## src/rowdec_params.svh

```systemverilog
`ifndef ROWDEC_PARAMS_SVH
`define ROWDEC_PARAMS_SVH

// Data widths
`define ROWDEC_PTR_W        16
`define ROWDEC_ROW_W        16

// Ids packed per output beat
`define ROWDEC_LANES        4

// Pointer buffer entries, also the ingress credit pool
`define ROWDEC_FIFO_DEPTH   8

// Pointer slots in the decoder, granted as credits to the buffer
`define ROWDEC_DEC_SLOTS    2

`endif
```

## src/rowdec_pkg.sv

```systemverilog
`default_nettype none

`include "rowdec_params.svh"

package rowdec_pkg;

    // One compressed row pointer
    typedef logic [`ROWDEC_PTR_W-1:0] ptr_t;

    // One decoded row id
    typedef logic [`ROWDEC_ROW_W-1:0] row_id_t;

    typedef logic [`ROWDEC_LANES-1:0] lane_mask_t;   // Contiguous low lanes

    // All lane ids of a beat, lane 0 in the low bits
    typedef logic [`ROWDEC_LANES*`ROWDEC_ROW_W-1:0] id_beat_t;

    // Decoder FSM
    typedef enum logic [1:0] {
        DEC_START,      // Waiting for the base pointer of a matrix
        DEC_WAIT,       // Waiting for the closing pointer of the next row
        DEC_EMIT        // Sending beats of the current row
    } dec_state_t;

endpackage

`default_nettype wire

```

## src/credit_if.sv

```systemverilog
`default_nettype none

// Pointer link with credit return, no back-pressure on the forward path
interface credit_if;

    logic               valid;      // One pointer pushed this cycle
    rowdec_pkg::ptr_t   ptr;
    logic               last;       // Pointer closes the matrix
    logic               credit;     // One slot returned this cycle

    modport sender (
        output valid,
        output ptr,
        output last,
        input  credit
    );

    modport receiver (
        input  valid,
        input  ptr,
        input  last,
        output credit
    );

endinterface

`default_nettype wire

```

## src/rowdec_top.sv

```systemverilog
`default_nettype none

`include "rowdec_params.svh"

module rowdec_top (
    input  logic                    clk,
    input  logic                    rst_n,

    input  logic                    ptr_valid,
    output logic                    ptr_ready,
    input  rowdec_pkg::ptr_t        ptr_data,
    input  logic                    ptr_last,

    output logic                    ids_valid,
    input  logic                    ids_ready,
    output rowdec_pkg::id_beat_t    ids_data,
    output rowdec_pkg::lane_mask_t  ids_mask,
    output logic                    ids_last
);

    credit_if ing_link ();      // Ingress to buffer
    credit_if dec_link ();      // Buffer to decoder

    ptr_ingress #(
        .CREDITS        (`ROWDEC_FIFO_DEPTH)
    ) u_ingress (
        .clk            (clk),
        .rst_n          (rst_n),
        .ptr_valid      (ptr_valid),
        .ptr_ready      (ptr_ready),
        .ptr_data       (ptr_data),
        .ptr_last       (ptr_last),
        .link           (ing_link.sender)
    );

    ptr_fifo #(
        .DEPTH          (`ROWDEC_FIFO_DEPTH),
        .OUT_CREDITS    (`ROWDEC_DEC_SLOTS)
    ) u_fifo (
        .clk            (clk),
        .rst_n          (rst_n),
        .up             (ing_link.receiver),
        .down           (dec_link.sender)
    );

    row_decoder u_decoder (
        .clk            (clk),
        .rst_n          (rst_n),
        .link           (dec_link.receiver),
        .ids_valid      (ids_valid),
        .ids_ready      (ids_ready),
        .ids_data       (ids_data),
        .ids_mask       (ids_mask),
        .ids_last       (ids_last)
    );

endmodule

`default_nettype wire

```

## src/row_decoder.sv

```systemverilog
`default_nettype none

`include "rowdec_params.svh"

module row_decoder (
    input  logic                    clk,
    input  logic                    rst_n,
    credit_if.receiver              link,
    output logic                    ids_valid,
    input  logic                    ids_ready,
    output rowdec_pkg::id_beat_t    ids_data,
    output rowdec_pkg::lane_mask_t  ids_mask,
    output logic                    ids_last
);

    localparam int SLOTS   = `ROWDEC_DEC_SLOTS;
    localparam int LANES   = `ROWDEC_LANES;
    localparam int SLOT_AW = (SLOTS > 1) ? $clog2(SLOTS) : 1;
    localparam int CNT_W   = $clog2(SLOTS + 1);
    localparam rowdec_pkg::ptr_t LANES_P = rowdec_pkg::ptr_t'(LANES);

    rowdec_pkg::ptr_t       slot_ptr  [SLOTS];
    logic                   slot_last [SLOTS];
    logic [SLOT_AW-1:0]     wr_idx;
    logic [SLOT_AW-1:0]     rd_idx;
    logic [CNT_W-1:0]       slot_cnt;

    rowdec_pkg::dec_state_t state;
    rowdec_pkg::ptr_t       prev_ptr;       // Opening pointer of the current row
    rowdec_pkg::ptr_t       remaining;      // Ids of the row still to send
    rowdec_pkg::row_id_t    row_id;

    logic                   head_vld;
    rowdec_pkg::ptr_t       head_ptr;
    logic                   head_last;
    rowdec_pkg::ptr_t       row_len;
    logic                   beat_fire;
    logic                   last_beat;
    logic                   pop;

    assign head_vld  = (slot_cnt != '0);
    assign head_ptr  = slot_ptr[rd_idx];
    assign head_last = slot_last[rd_idx];
    assign row_len   = head_ptr - prev_ptr;
    assign beat_fire = ids_valid && ids_ready;
    assign last_beat = (remaining <= LANES_P);

    // Closing pointer stays in its slot until its row is fully sent
    always_comb
    begin
        pop = 1'b0;
        case (state)
            rowdec_pkg::DEC_START: pop = head_vld && !head_last;
            rowdec_pkg::DEC_WAIT:  pop = head_vld && (row_len == '0) && !head_last;
            rowdec_pkg::DEC_EMIT:  pop = beat_fire && last_beat;
            default:               pop = 1'b0;
        endcase
    end

    assign ids_valid = (state == rowdec_pkg::DEC_EMIT);
    assign ids_last  = head_last && last_beat;
    assign ids_data  = {LANES{row_id}};     // Lanes above the mask are don't care

    always_comb
    begin
        for (int i = 0; i < LANES; i++)
        begin
            ids_mask[i] = (remaining > rowdec_pkg::ptr_t'(i));
        end
    end

    always_ff @(posedge clk)
    begin
        if (link.valid)
        begin
            slot_ptr[wr_idx]  <= link.ptr;
            slot_last[wr_idx] <= link.last;
        end
    end

    always_ff @(posedge clk)
    begin
        if (!rst_n)
        begin
            wr_idx      <= '0;
            rd_idx      <= '0;
            slot_cnt    <= '0;
            link.credit <= 1'b0;
            state       <= rowdec_pkg::DEC_START;
            remaining   <= '0;
            row_id      <= '0;
        end
        else
        begin
            if (link.valid)
            begin
                wr_idx <= (wr_idx == SLOT_AW'(SLOTS - 1)) ? '0 : wr_idx + 1'b1;
            end
            if (pop)
            begin
                rd_idx <= (rd_idx == SLOT_AW'(SLOTS - 1)) ? '0 : rd_idx + 1'b1;
            end
            slot_cnt    <= slot_cnt + CNT_W'(link.valid) - CNT_W'(pop);
            link.credit <= pop;     // Retired slot goes back to the buffer

            case (state)
                rowdec_pkg::DEC_START:
                begin
                    if (head_vld)
                    begin
                        prev_ptr  <= head_ptr;
                        remaining <= '0;    // Lone last pointer gives an empty last beat
                        state     <= head_last ? rowdec_pkg::DEC_EMIT : rowdec_pkg::DEC_WAIT;
                    end
                end
                rowdec_pkg::DEC_WAIT:
                begin
                    if (head_vld)
                    begin
                        if (row_len != '0 || head_last)
                        begin
                            remaining <= row_len;
                            state     <= rowdec_pkg::DEC_EMIT;
                        end
                        else
                        begin
                            prev_ptr <= head_ptr;   // Empty row is skipped
                            row_id   <= row_id + rowdec_pkg::row_id_t'(1);
                        end
                    end
                end
                rowdec_pkg::DEC_EMIT:
                begin
                    if (beat_fire)
                    begin
                        if (last_beat)
                        begin
                            prev_ptr  <= head_ptr;
                            remaining <= '0;
                            if (head_last)
                            begin
                                row_id <= '0;
                                state  <= rowdec_pkg::DEC_START;
                            end
                            else
                            begin
                                row_id <= row_id + rowdec_pkg::row_id_t'(1);
                                state  <= rowdec_pkg::DEC_WAIT;
                            end
                        end
                        else
                        begin
                            remaining <= remaining - LANES_P;
                        end
                    end
                end
                default: state <= rowdec_pkg::DEC_START;
            endcase
        end
    end

    // Row pointers of one matrix never go backwards
    a_ptr_monotonic: assert property (
        @(posedge clk) disable iff (!rst_n)
        (state == rowdec_pkg::DEC_WAIT && head_vld) |-> (head_ptr >= prev_ptr)
    ) else $error("row_decoder: row pointer decreased within a matrix");

    a_stall_stable: assert property (
        @(posedge clk) disable iff (!rst_n)
        (ids_valid && !ids_ready) |=>
            (ids_valid && $stable(ids_data) && $stable(ids_mask) && $stable(ids_last))
    ) else $error("row_decoder: output changed under a stall");

endmodule

`default_nettype wire

```

## src/ptr_fifo.sv

```systemverilog
`default_nettype none

module ptr_fifo #(
    parameter int DEPTH       = 8,
    parameter int OUT_CREDITS = 2
) (
    input  logic        clk,
    input  logic        rst_n,
    credit_if.receiver  up,
    credit_if.sender    down
);

    localparam int AW      = (DEPTH > 1) ? $clog2(DEPTH) : 1;
    localparam int CNT_W   = $clog2(DEPTH + 1);
    localparam int CRED_W  = $clog2(OUT_CREDITS + 1);

    rowdec_pkg::ptr_t   mem_ptr  [DEPTH];
    logic               mem_last [DEPTH];

    logic [AW-1:0]      wr_idx;
    logic [AW-1:0]      rd_idx;
    logic [CNT_W-1:0]   count;
    logic [CRED_W-1:0]  out_cnt;        // Downstream credits held

    logic               avail;
    logic               send;
    rowdec_pkg::ptr_t   head_ptr;
    logic               head_last;

    // An entry pushed this cycle may leave at once through the bypass
    assign avail     = (count != '0) || up.valid;
    assign send      = avail && (out_cnt != '0);
    assign head_ptr  = (count == '0) ? up.ptr  : mem_ptr[rd_idx];
    assign head_last = (count == '0) ? up.last : mem_last[rd_idx];

    always_ff @(posedge clk)
    begin
        if (up.valid)
        begin
            mem_ptr[wr_idx]  <= up.ptr;
            mem_last[wr_idx] <= up.last;
        end
    end

    always_ff @(posedge clk)
    begin
        if (!rst_n)
        begin
            wr_idx     <= '0;
            rd_idx     <= '0;
            count      <= '0;
            out_cnt    <= CRED_W'(OUT_CREDITS);
            down.valid <= 1'b0;
            up.credit  <= 1'b0;
        end
        else
        begin
            if (up.valid)
            begin
                wr_idx <= (wr_idx == AW'(DEPTH - 1)) ? '0 : wr_idx + AW'(1);
            end
            if (send)
            begin
                rd_idx <= (rd_idx == AW'(DEPTH - 1)) ? '0 : rd_idx + AW'(1);
            end
            count      <= count + CNT_W'(up.valid) - CNT_W'(send);
            out_cnt    <= out_cnt - CRED_W'(send) + CRED_W'(down.credit);
            down.valid <= send;
            up.credit  <= send;     // Slot freed upstream together with the send
        end
    end

    always_ff @(posedge clk)
    begin
        if (send)
        begin
            down.ptr  <= head_ptr;
            down.last <= head_last;
        end
    end

    // Upstream must never push beyond the credits it was given
    a_no_push_full: assert property (
        @(posedge clk) disable iff (!rst_n)
        up.valid |-> (count < CNT_W'(DEPTH))
    ) else $error("ptr_fifo: push while full, credit protocol breach");

    // Empty buffer has both indices on one slot, so no stale entry is sent
    a_empty_aligned: assert property (
        @(posedge clk) disable iff (!rst_n)
        (count == '0) |-> (rd_idx == wr_idx)
    ) else $error("ptr_fifo: read index out of step while empty");

endmodule

`default_nettype wire

```

## src/ptr_ingress.sv

```systemverilog
`default_nettype none

module ptr_ingress #(
    parameter int CREDITS = 8
) (
    input  logic                clk,
    input  logic                rst_n,
    input  logic                ptr_valid,
    output logic                ptr_ready,
    input  rowdec_pkg::ptr_t    ptr_data,
    input  logic                ptr_last,
    credit_if.sender            link
);

    localparam int CNT_W = $clog2(CREDITS + 1);

    logic [CNT_W-1:0] credit_cnt;
    logic             accept;

    // A credit is spent on acceptance, so the output register always owns a slot
    assign ptr_ready = (credit_cnt != '0);
    assign accept    = ptr_valid && ptr_ready;

    always_ff @(posedge clk)
    begin
        if (!rst_n)
        begin
            credit_cnt <= CNT_W'(CREDITS);
            link.valid <= 1'b0;
        end
        else
        begin
            credit_cnt <= credit_cnt - CNT_W'(accept) + CNT_W'(link.credit);
            link.valid <= accept;
        end
    end

    always_ff @(posedge clk)
    begin
        if (accept)
        begin
            link.ptr  <= ptr_data;
            link.last <= ptr_last;
        end
    end

    // A pointer on the link still owns its credit, so the pool cannot be full
    a_push_has_credit: assert property (
        @(posedge clk) disable iff (!rst_n)
        link.valid |-> (credit_cnt < CNT_W'(CREDITS))
    ) else $error("ptr_ingress: credit pool full while a pointer is on the link");

endmodule

`default_nettype wire

```

## config.mk

```make
export PLATFORM = sky130hd
export DESIGN_NAME = rowdec_top
export DESIGN_NICKNAME = d
export VERILOG_FILES = /design/src/rowdec_pkg.sv /design/src/credit_if.sv /design/src/rowdec_top.sv /design/src/row_decoder.sv /design/src/ptr_fifo.sv /design/src/ptr_ingress.sv
export VERILOG_INCLUDE_DIRS = /design/src
export SDC_FILE = /design/constraint.sdc
export NUM_CORES = 1
export LEC_CHECK = 0
export ABC_AREA = 1
export ABC_CLOCK_PERIOD_IN_PS = 6500
export BUFFER_PORTS_ARGS = -buffer_cell sky130_fd_sc_hd__buf_2
export CORE_ASPECT_RATIO = 1.5
export CORE_MARGIN = 4
export CORE_UTILIZATION = 57
export DETAILED_ROUTE_END_ITERATION = 8
export GPL_TIMING_DRIVEN = 0
export PLACE_DENSITY = 0.78
export SLEW_MARGIN = 5
export SYNTH_ARGS = -nofsm -noshare
export SYNTH_HDL_FRONTEND = slang
export SYNTH_SLANG_ARGS = --single-unit
```

## constraint.sdc

```tcl
create_clock -name clk -period 6.5 [get_ports clk]
set_input_delay 0.975 -clock clk [delete_from_list [all_inputs] [get_ports clk]]
set_output_delay 0.975 -clock clk [all_outputs]
set_load 0.02 [all_outputs]
```

==> impl_results.md, run 1 <==
* EDFF count, synth at 220
* Total core area at 23600 um2
* Top_reg_cell synth: edfxtp_1
* CTS tree: yes
* Worst setup EP type: flop
* Slew @ Worst Pin at 1.06 ns
* Pre-CTS setup slack at 1.89 ns
* Max-cap violations at 0
* Die height at 197 um
* Register area share after synthesis at 57.5%
* Vias in the first global route at 10047
* Net Sw Frac at 41.9%
* Residual DRC at 0
* Multi-input gate area at 4450 um2
* Reg power frac at 33.2%
* Largest family of logic cells by synthesized area: simple AND/OR/NAND/NOR gates
* Synth Area in Simple Gates at 15.4%
* CTS HTree Levels at 1
* CTS Hold Bufs at 0
* Top post-synthesis cells by area: edfxtp_1 (49%), dfxtp_1 (9.0%), nand2_1 (6.4%), inv_1 (5.4%), ha_1 (3.7%)
* Fin nets at 1545
* Status: complete, no violations
* Fin area at 15500 um2
* Most instantiated cells after synthesis: nand2_1 (231), edfxtp_1 (220), inv_1 (196), nor2_1 (90), nand3_1 (78)
* Post-synthesis mux area share at 3.58%
* Total CTS buffers at 26
* Post-cts resize count at 0
* Arrival @ worst endpoint at 4.80 ns
* Min Clock Period, post-route at 4.64 ns
* Wire per inst at 16.7 um
* Critical-path top delay cell: and3_1
* Final setup TNS at 0 ns
* Die ar. at 26500 um2
* Psw at 3.41 mW
* Vias/cell at 5.35
* Layout area overhead at 13.9%
* Clock sink count at 281
* Xor and xnor area share after synthesis at 1.35%
* Total grt overflow at 0
* Final Core Density at 65.8%
* Post-route insts no fill at 1819
* Final setup viols at 0
* Hold Violations, Final at 0
* First-pass GRT wire length at 48.8 mm
* DRT iter0 DRCs at 589
* Crit path largest cell delay at 0.65 ns
* Synth Area in Adders at 4.12%
* Post-Route Skew at 0.0110 ns
* Post-Syn Nets at 1419
* WS Path Type: reg -> reg
* Clock-pin slew of the registers on the worst-case setup and hold paths at 0.07 ns
* Most used cell, CP: nand2_1
* Area after DPL at 14600 um2
* Clock root buffer: clkbuf_16
* Final setup margin at 1.86 ns
* Yosys warning count at 0
* Worst R2R Path Depth at 18
* Register Area at 7830 um2
* Antenna violation net count after detailed routing at 0
* Placed Instances at 1772
* Period Utilization, post-route at 71.4%
* Crit path cell chain: buf_2, buf_1, o21ai_0, ha_1, fa_1, inv_1, nand3_1, nand2_1, nand2_1, nand3_1, nand2_1, nand2_1, nand3_1, nor2_1, nand3_2, o21ai_4, buf_6, and3_1
* Routability Congestion at 0.895
* Row count at 69
* Clock Latency Late Sink at 0.53 ns
* Starting Density at 57.7%
* Filler instances at 1820
* Buffers on Ports at 90
* CP Max Fanout at 16
* Max-slew headroom at 29.1%
* Postcts setup bufs at 0
* Avg Cell Area, Syn at 10.0 um2
* Min-Delay Path Class: reg -> reg
* Antenna cells at 0
* Post-synth ARST share at 0%
* Layout cells sized above 1 at 17.4%
* Initial antenna violation count at 0
* Part of the power in combinational logic at 47.9%
* Int Pwr at 4.73 mW
* Compound-gate portion of the synthesized area at 8.13%
* Critical path data required time at 6.66 ns
* Die Wd at 134 um
* Count of state elements after synthesis at 281
* Hold path cells at 0
* CTS Buffer Depth at 3
* Detail Placement HPWL at 21.7 mm
* Vias at 9738
* RSZ-0062 raised after global routing: no
* Synth cell types at 41
* Ports at 92
* Router iterations before antenna repair at 7
* Startpoint Class: flop
* Clk pwr share at 18.9%
* Leading area contributor after synthesis: edfxtp_1
* LEAKAGE at 6.66 nW
* Maximum clock rate at 216 MHz
* Slew Viols, Final at 0
* Synth Cell Area at 13600 um2
* Pin count of the biggest net entering global routing at 22
* Synth top area share at 48.5%
* Most frequent cell after synthesis: nand2_1
* Pwr/cell area at 525 nW/um2
* VDD IR max at 313 uV
* Post-Route WL at 30.4 mm
* Cell count after synthesis at 1355
* Gr usage total at 22.9%
-- routing by layer --
metal / wire (um) / track usage [%] / vias up
met3: 1550 / 3.11 / 87
met4: 1310 / 10.7 / 0
met5: 0 / 0 / -
met2: 16500 / 44.1 / 305
li1: - / - / 4780
met1: 11000 / 24.3 / 4566
-- per-stage QoR --
step / total power [mW] / hold WS, ns
6_report: 8.14 / 0.449
3_3_place_gp: 6.43 / 0.422
3_5_place_dp: 6.57 / 0.429
5_1_grt: 8.73 / 0.456
4_1_cts: 8.14 / 0.446
2_1_floorplan: 5.55 / 0.421
-- area by class of cell --
class	count	area share (%)
Clock inverter	18	1.19
Tap cell	319	2.57
Clock buffer	29	4.41
Inverter	200	4.84
Multi-Input combinational cell	778	28.7
Sequential cell	281	50.5
Timing Repair Buffer	98	3.92
Buffer	96	3.90
-- cell families (layout without fill, tap and decap cells) --
family / count (synthesis) / in the layout
simple gates: 475 / 475
xor+xnor: 21 / 21
flops: 281 / 281
compound gates: 192 / 192
buf+inv: 296 / 441
fa+ha+maj: 43 / 43
mux: 47 / 47
-- registers in the layout, indices dropped and copies added (netlist names), 2 cells and up, named ones only --
register / cells
u_decoder.remaining: 16
u_decoder.slot_last: 2
u_ingress.credit_cnt: 4
u_decoder.state: 2
u_fifo.wr_idx: 3
u_ingress.link.ptr: 16
u_fifo.rd_idx: 3
u_decoder.prev_ptr: 16
u_fifo.mem_last: 8
u_decoder.row_id: 16
u_decoder.slot_cnt: 2
u_fifo.down.ptr: 16
u_fifo.mem_ptr: 128
u_decoder.slot_ptr: 32
u_fifo.out_cnt: 2
u_fifo.count: 4
-- placed cells by master, fill, tap and decap left out, types with 35 or more instances in the layout --
master / count
nand2_1: 231
edfxtp_1: 220
inv_1: 196
buf_2: 102
nor2_1: 81
nand3_1: 78
a21oi_1: 70
o21ai_0: 66
dfxtp_1: 61
buf_4: 50
ha_1: 40
o211ai_1: 35
-- critical path, delay by kind of cell (launching register included) --
kind	cells	cell delay (ns)
flops	1	0.35
buf+inv	4	1.06
compound gates	2	0.54
fa+ha+maj	2	0.66
simple gates	10	1.65
-- worst paths after layout --
path                                            startpoint                                to  slack (ns)
worst min-delay path            u_fifo.down.last$_DFFE_PP_  u_decoder.slot_last[0]$_DFFE_PP_        0.45
worst min register to register  u_fifo.down.last$_DFFE_PP_  u_decoder.slot_last[0]$_DFFE_PP_        0.45
worst max-delay path                                  flop  u_decoder.prev_ptr[11]$_DFFE_PP_        1.86
worst max register to register                        flop  u_decoder.prev_ptr[11]$_DFFE_PP_        1.86
-- power by group through the flow --
stage / logic [mW] / registers [mW] / clock network (mW)
after floorplan: 2.83 / 2.72 / 0
after global placement: 3.72 / 2.71 / 0
after detailed placement: 3.84 / 2.74 / 0
after CTS: 3.88 / 2.70 / 1.56
after global routing: 4.34 / 2.75 / 1.63
final: 3.90 / 2.70 / 1.54
Note: power is estimated with default switching activity, not from simulation.
==> inputs of run 2 (changes only) <==
Settings changed: ABC_AREA 1 to 0, ABC_CLOCK_PERIOD_IN_PS 6500 to 3870, CORE_UTILIZATION 57 to 55, PLACE_DENSITY 0.78 to 0.79.
Clock period 6.5 ns to 3.87 ns, I/O delays scaled along.
==> impl_results.md, run 2 <==
* Status: finished with violations (was complete, no violations)
* Failing checks: setup timing
* Most frequent cell after synthesis: edfxtp_1 (was nand2_1)
* Die height at 194 um (was 197 um)
* Wire per inst at 18.9 um (was 16.7 um)
* Psw at 4.36 mW (was 3.41 mW)
* CP Max Fanout at 10 (was 16)
* Cell count after synthesis at 946 (was 1355)
* Row count at 67 (was 69)
* Layout area overhead at 18.6% (was 13.9%)
* Part of the power in combinational logic at 43.8% (was 47.9%)
* Global-route track usage on met2 at 38.0% (was 44.1%)
* Most flop-heavy register: u_fifo.mem_ptr (unchanged)
* Period Utilization, post-route at 103% (was 71.4%)
* RSZ-0062 raised after global routing: yes (was no)
* Total core area at 22600 um2 (was 23600 um2)
* Reg power frac at 35.6% (was 33.2%)
* Residual DRC at 0 (unchanged)
* Slew @ Worst Pin at 1.02 ns (was 1.06 ns)
* Fin nets at 1151 (was 1545)
* Final setup viols at 8 (was 0)
* Count of state elements after synthesis at 281 (unchanged)
* Die ar. at 25700 um2 (was 26500 um2)
* Vias at 7929 (was 9738)
* Synth top area share at 51.9% (was 48.5%)
* Vias in the first global route at 7945 (was 10047)
* Met1 usage at 21.9% (was 24.3%)
* LEAKAGE at 5.61 nW (was 6.66 nW)
* Total grt overflow at 0 (unchanged)
* Met3 usage at 2.34% (was 3.11%)
* Total CTS buffers at 26 (unchanged)
* Gr usage total at 19.5% (was 22.9%)
* Top flop regs: u_fifo.mem_ptr x128, u_decoder.slot_ptr x32 (unchanged)
* Final setup TNS at -0.164 ns (was 0 ns)
* Layout cells sized above 1 at 29.6% (was 17.4%)
* Startpoint Class: flop (unchanged)
* Post-route insts no fill at 1382 (was 1819)
* Top post-synthesis cells by area: edfxtp_1 (52%), dfxtp_1 (9.6%), mux4_2 (6.0%), ha_1 (3.9%), mux2i_1 (2.9%) (was edfxtp_1 (49%), dfxtp_1 (9.0%), nand2_1 (6.4%), inv_1 (5.4%), ha_1 (3.7%))
* Buffers on Ports at 91 (was 90)
* Post-Syn Nets at 1010 (was 1419)
* Router iterations before antenna repair at 5 (was 7)
* Clk pwr share at 20.6% (was 18.9%)
* Critical path data required time at 4.27 ns (was 6.66 ns)
* Min-Delay Path Class: in -> reg (was reg -> reg)
* Antenna violation net count after detailed routing at 0 (unchanged)
* Grt peak-use layer: met2 (unchanged)
* Ports at 92 (unchanged)
* Filler instances at 1504 (was 1820)
* Die Wd at 132 um (was 134 um)
* Yosys warning count at 0 (unchanged)
* Synth Cell Area at 12700 um2 (was 13600 um2)
* Clock-pin slew of the registers on the worst-case setup and hold paths at 0.06 ns (was 0.07 ns)
* CTS Hold Bufs at 0 (unchanged)
* Detail Placement HPWL at 17.5 mm (was 21.7 mm)
* Starting Density at 56.4% (was 57.7%)
* Min Clock Period, post-route at 3.98 ns (was 4.64 ns)
* Clock sink count at 281 (unchanged)
* VDD IR max at 502 uV (was 313 uV)
* Top_reg_cell synth: edfxtp_1 (unchanged)
* WS Path Type: reg -> reg (unchanged)
* CTS HTree Levels at 1 (unchanged)
* Max-slew headroom at 31.9% (was 29.1%)
* Most frequent cells in the layout: edfxtp_1 (220), buf_2 (91), buf_4 (65) (was nand2_1 (231), edfxtp_1 (220), inv_1 (196))
* Hold Violations, Final at 0 (unchanged)
* EDFF count, synth at 220 (unchanged)
* Number of flip-flops under the largest register name at 128 (unchanged)
* Pin count of the biggest net entering global routing at 22 (unchanged)
* Post-synth ARST share at 0% (unchanged)
* Initial antenna violation count at 1 (was 0)
* Synth cell types at 67 (was 41)
* Maximum clock rate at 252 MHz (was 216 MHz)
* Most common cell after layout, fill and taps aside: edfxtp_1 (was nand2_1)
* Routability Congestion at 0.889 (was 0.895)
* Multi-input gate area at 4620 um2 (was 4450 um2)
* Arrival @ worst endpoint at 4.37 ns (was 4.80 ns)
* Int Pwr at 7.45 mW (was 4.73 mW)
* Clock Latency Late Sink at 0.52 ns (was 0.53 ns)
* Clock root buffer: clkbuf_16 (unchanged)
* Max-cap violations at 0 (unchanged)
* Net Sw Frac at 36.9% (was 41.9%)
* CTS tree: yes (unchanged)
* CTS Buffer Depth at 3 (unchanged)
* Vias/cell at 5.74 (was 5.35)
* Register area share after synthesis at 61.5% (was 57.5%)
* Final setup margin at -0.106 ns (was 1.86 ns)
* Worst setup EP type: flop (unchanged)
* Final Core Density at 66.9% (was 65.8%)
* Most instantiated cells after synthesis: edfxtp_1 (220), nor2_1 (71), dfxtp_1 (61), nand2_1 (57), inv_1 (52) (was nand2_1 (231), edfxtp_1 (220), inv_1 (196), nor2_1 (90), nand3_1 (78))
* Post-Route WL at 26.1 mm (was 30.4 mm)
* Placed Instances at 1321 (was 1772)
* Slew Viols, Final at 0 (unchanged)
* First-pass GRT wire length at 40.7 mm (was 48.8 mm)
* Pwr/cell area at 783 nW/um2 (was 525 nW/um2)
* Avg Cell Area, Syn at 13.4 um2 (was 10.0 um2)
* Post-Route Skew at 0.0126 ns (was 0.0110 ns)
* Register Area at 7830 um2 (about the same)
* DRT iter0 DRCs at 533 (was 589)
* Leading area contributor after synthesis: edfxtp_1 (unchanged)
## run 2: cell types whose count changed in the layout (fill, tap and decap cells not counted), moves of 18 or more
| cell | before | now |
|---|---|---|
| a21oi_1 | 70 | 36 |
| inv_1 | 196 | 51 |
| mux4_2 | 0 | 34 |
| nand2_1 | 231 | 56 |
| nand3_1 | 78 | 12 |
| nand4_1 | 28 | 5 |
| nor2_1 | 81 | 60 |
| o211ai_1 | 35 | 2 |
| o21ai_0 | 66 | 29 |
| or3_1 | 0 | 18 |
## run 2: kinds of logic (layout without fill, tap and decap cells)
group / Yosys count / in the layout / synth area share (%)
AOI/OAI and AO/OA: 139 / 139 / 6.87
xor gates and xnor gates: 32 / 32 / 2.20
adders and majority gates: 43 / 43 / 4.41
buffers and inverters: 136 / 295 / 5.58
DFF: 281 / 281 / 61.5
muxes: 86 / 86 / 10.3
other: 0 / 1 / 0
and+or+nand+nor: 229 / 229 / 9.15
## run 2: layer usage
| metal | vias to the layer above | wire length [um] |
|---|---|---|
| met2 | 237 | 14700 |
| met1 | 3897 | 9470 |
| li1 | 3730 | - |
| met5 | - | 0 |
| met4 | 0 | 800 |
| met3 | 65 | 1150 |
## run 2: through the flow
stage	area, um2	hold WS (ns)	power (mW)	worst slack, ns
after detailed placement	13700	0.430	8.55	-0.565
after floorplan	12700	0.421	7.45	0.0466
after global routing	15100	0.211	12.5	-0.230
after CTS	14700	0.207	11.4	-0.0642
final	15100	0.231	11.8	-0.106
after global placement	13500	0.422	8.39	-0.508
## run 2: worst paths after layout
| kind | from | end | slack [ns] | cells after the start |
|---|---|---|---|---|
| worst min register to register | u_fifo.down.ptr[10]$_DFFE_PP_ | u_decoder.slot_ptr[1][10]$_DFFE_PP_ | 0.44 | 0 |
| worst max-delay path | flop | u_decoder.slot_cnt[1]$_SDFF_PN0_ | -0.11 | 18 |
| worst max register to register | flop | u_decoder.slot_cnt[1]$_SDFF_PN0_ | -0.11 | 18 |
| worst min-delay path | ptr_data[0] | u_ingress.link.ptr[0]$_DFFE_PP_ | 0.23 | 1 |
## run 2: final cells by class
type	count	share of cell area, %
sequential	281	51.9
antenna	1	0.0166
buffer	80	3.64
timing repair buffer	114	4.77
clock buffer	32	4.60
multi-input combinational	529	30.7
tap	276	2.29
clock inverter	14	0.738
inverter	55	1.38
## run 2: power groups by stage
stage	Combinational (mW)	Sequential, mW	Clock, mW
after CTS	4.75	4.20	2.47
final	5.18	4.21	2.43
after detailed placement	4.29	4.26	0
after global placement	4.17	4.22	0
after floorplan	3.27	4.18	0
after global routing	5.65	4.26	2.60
## run 2: worst max-delay path, stage by stage (launching register included)
cell and delay [ns]:
dfxtp_2 0.33, buf_8 0.13, mux2_2 0.35, ha_1 0.30
buf_6 0.16, a21oi_4 0.17, o22ai_1 0.11, o31a_1 0.28
or3_4 0.42, a211oi_4 0.29, nand4b_4 0.18, o22a_1 0.24
inv_1 0.11, ha_4 0.20, inv_2 0.06, ha_4 0.12
xor2_1 0.18, xnor2_1 0.15, nor2_1 0.05
## run 2: what timing repair did
item                                    4_1_cts  5_1_grt
endpoints found under the setup margin       52       50
cloned                                        0        1
gates resized for setup                      43       47
setup buffers                                 5        9
pin swaps                                     6       23
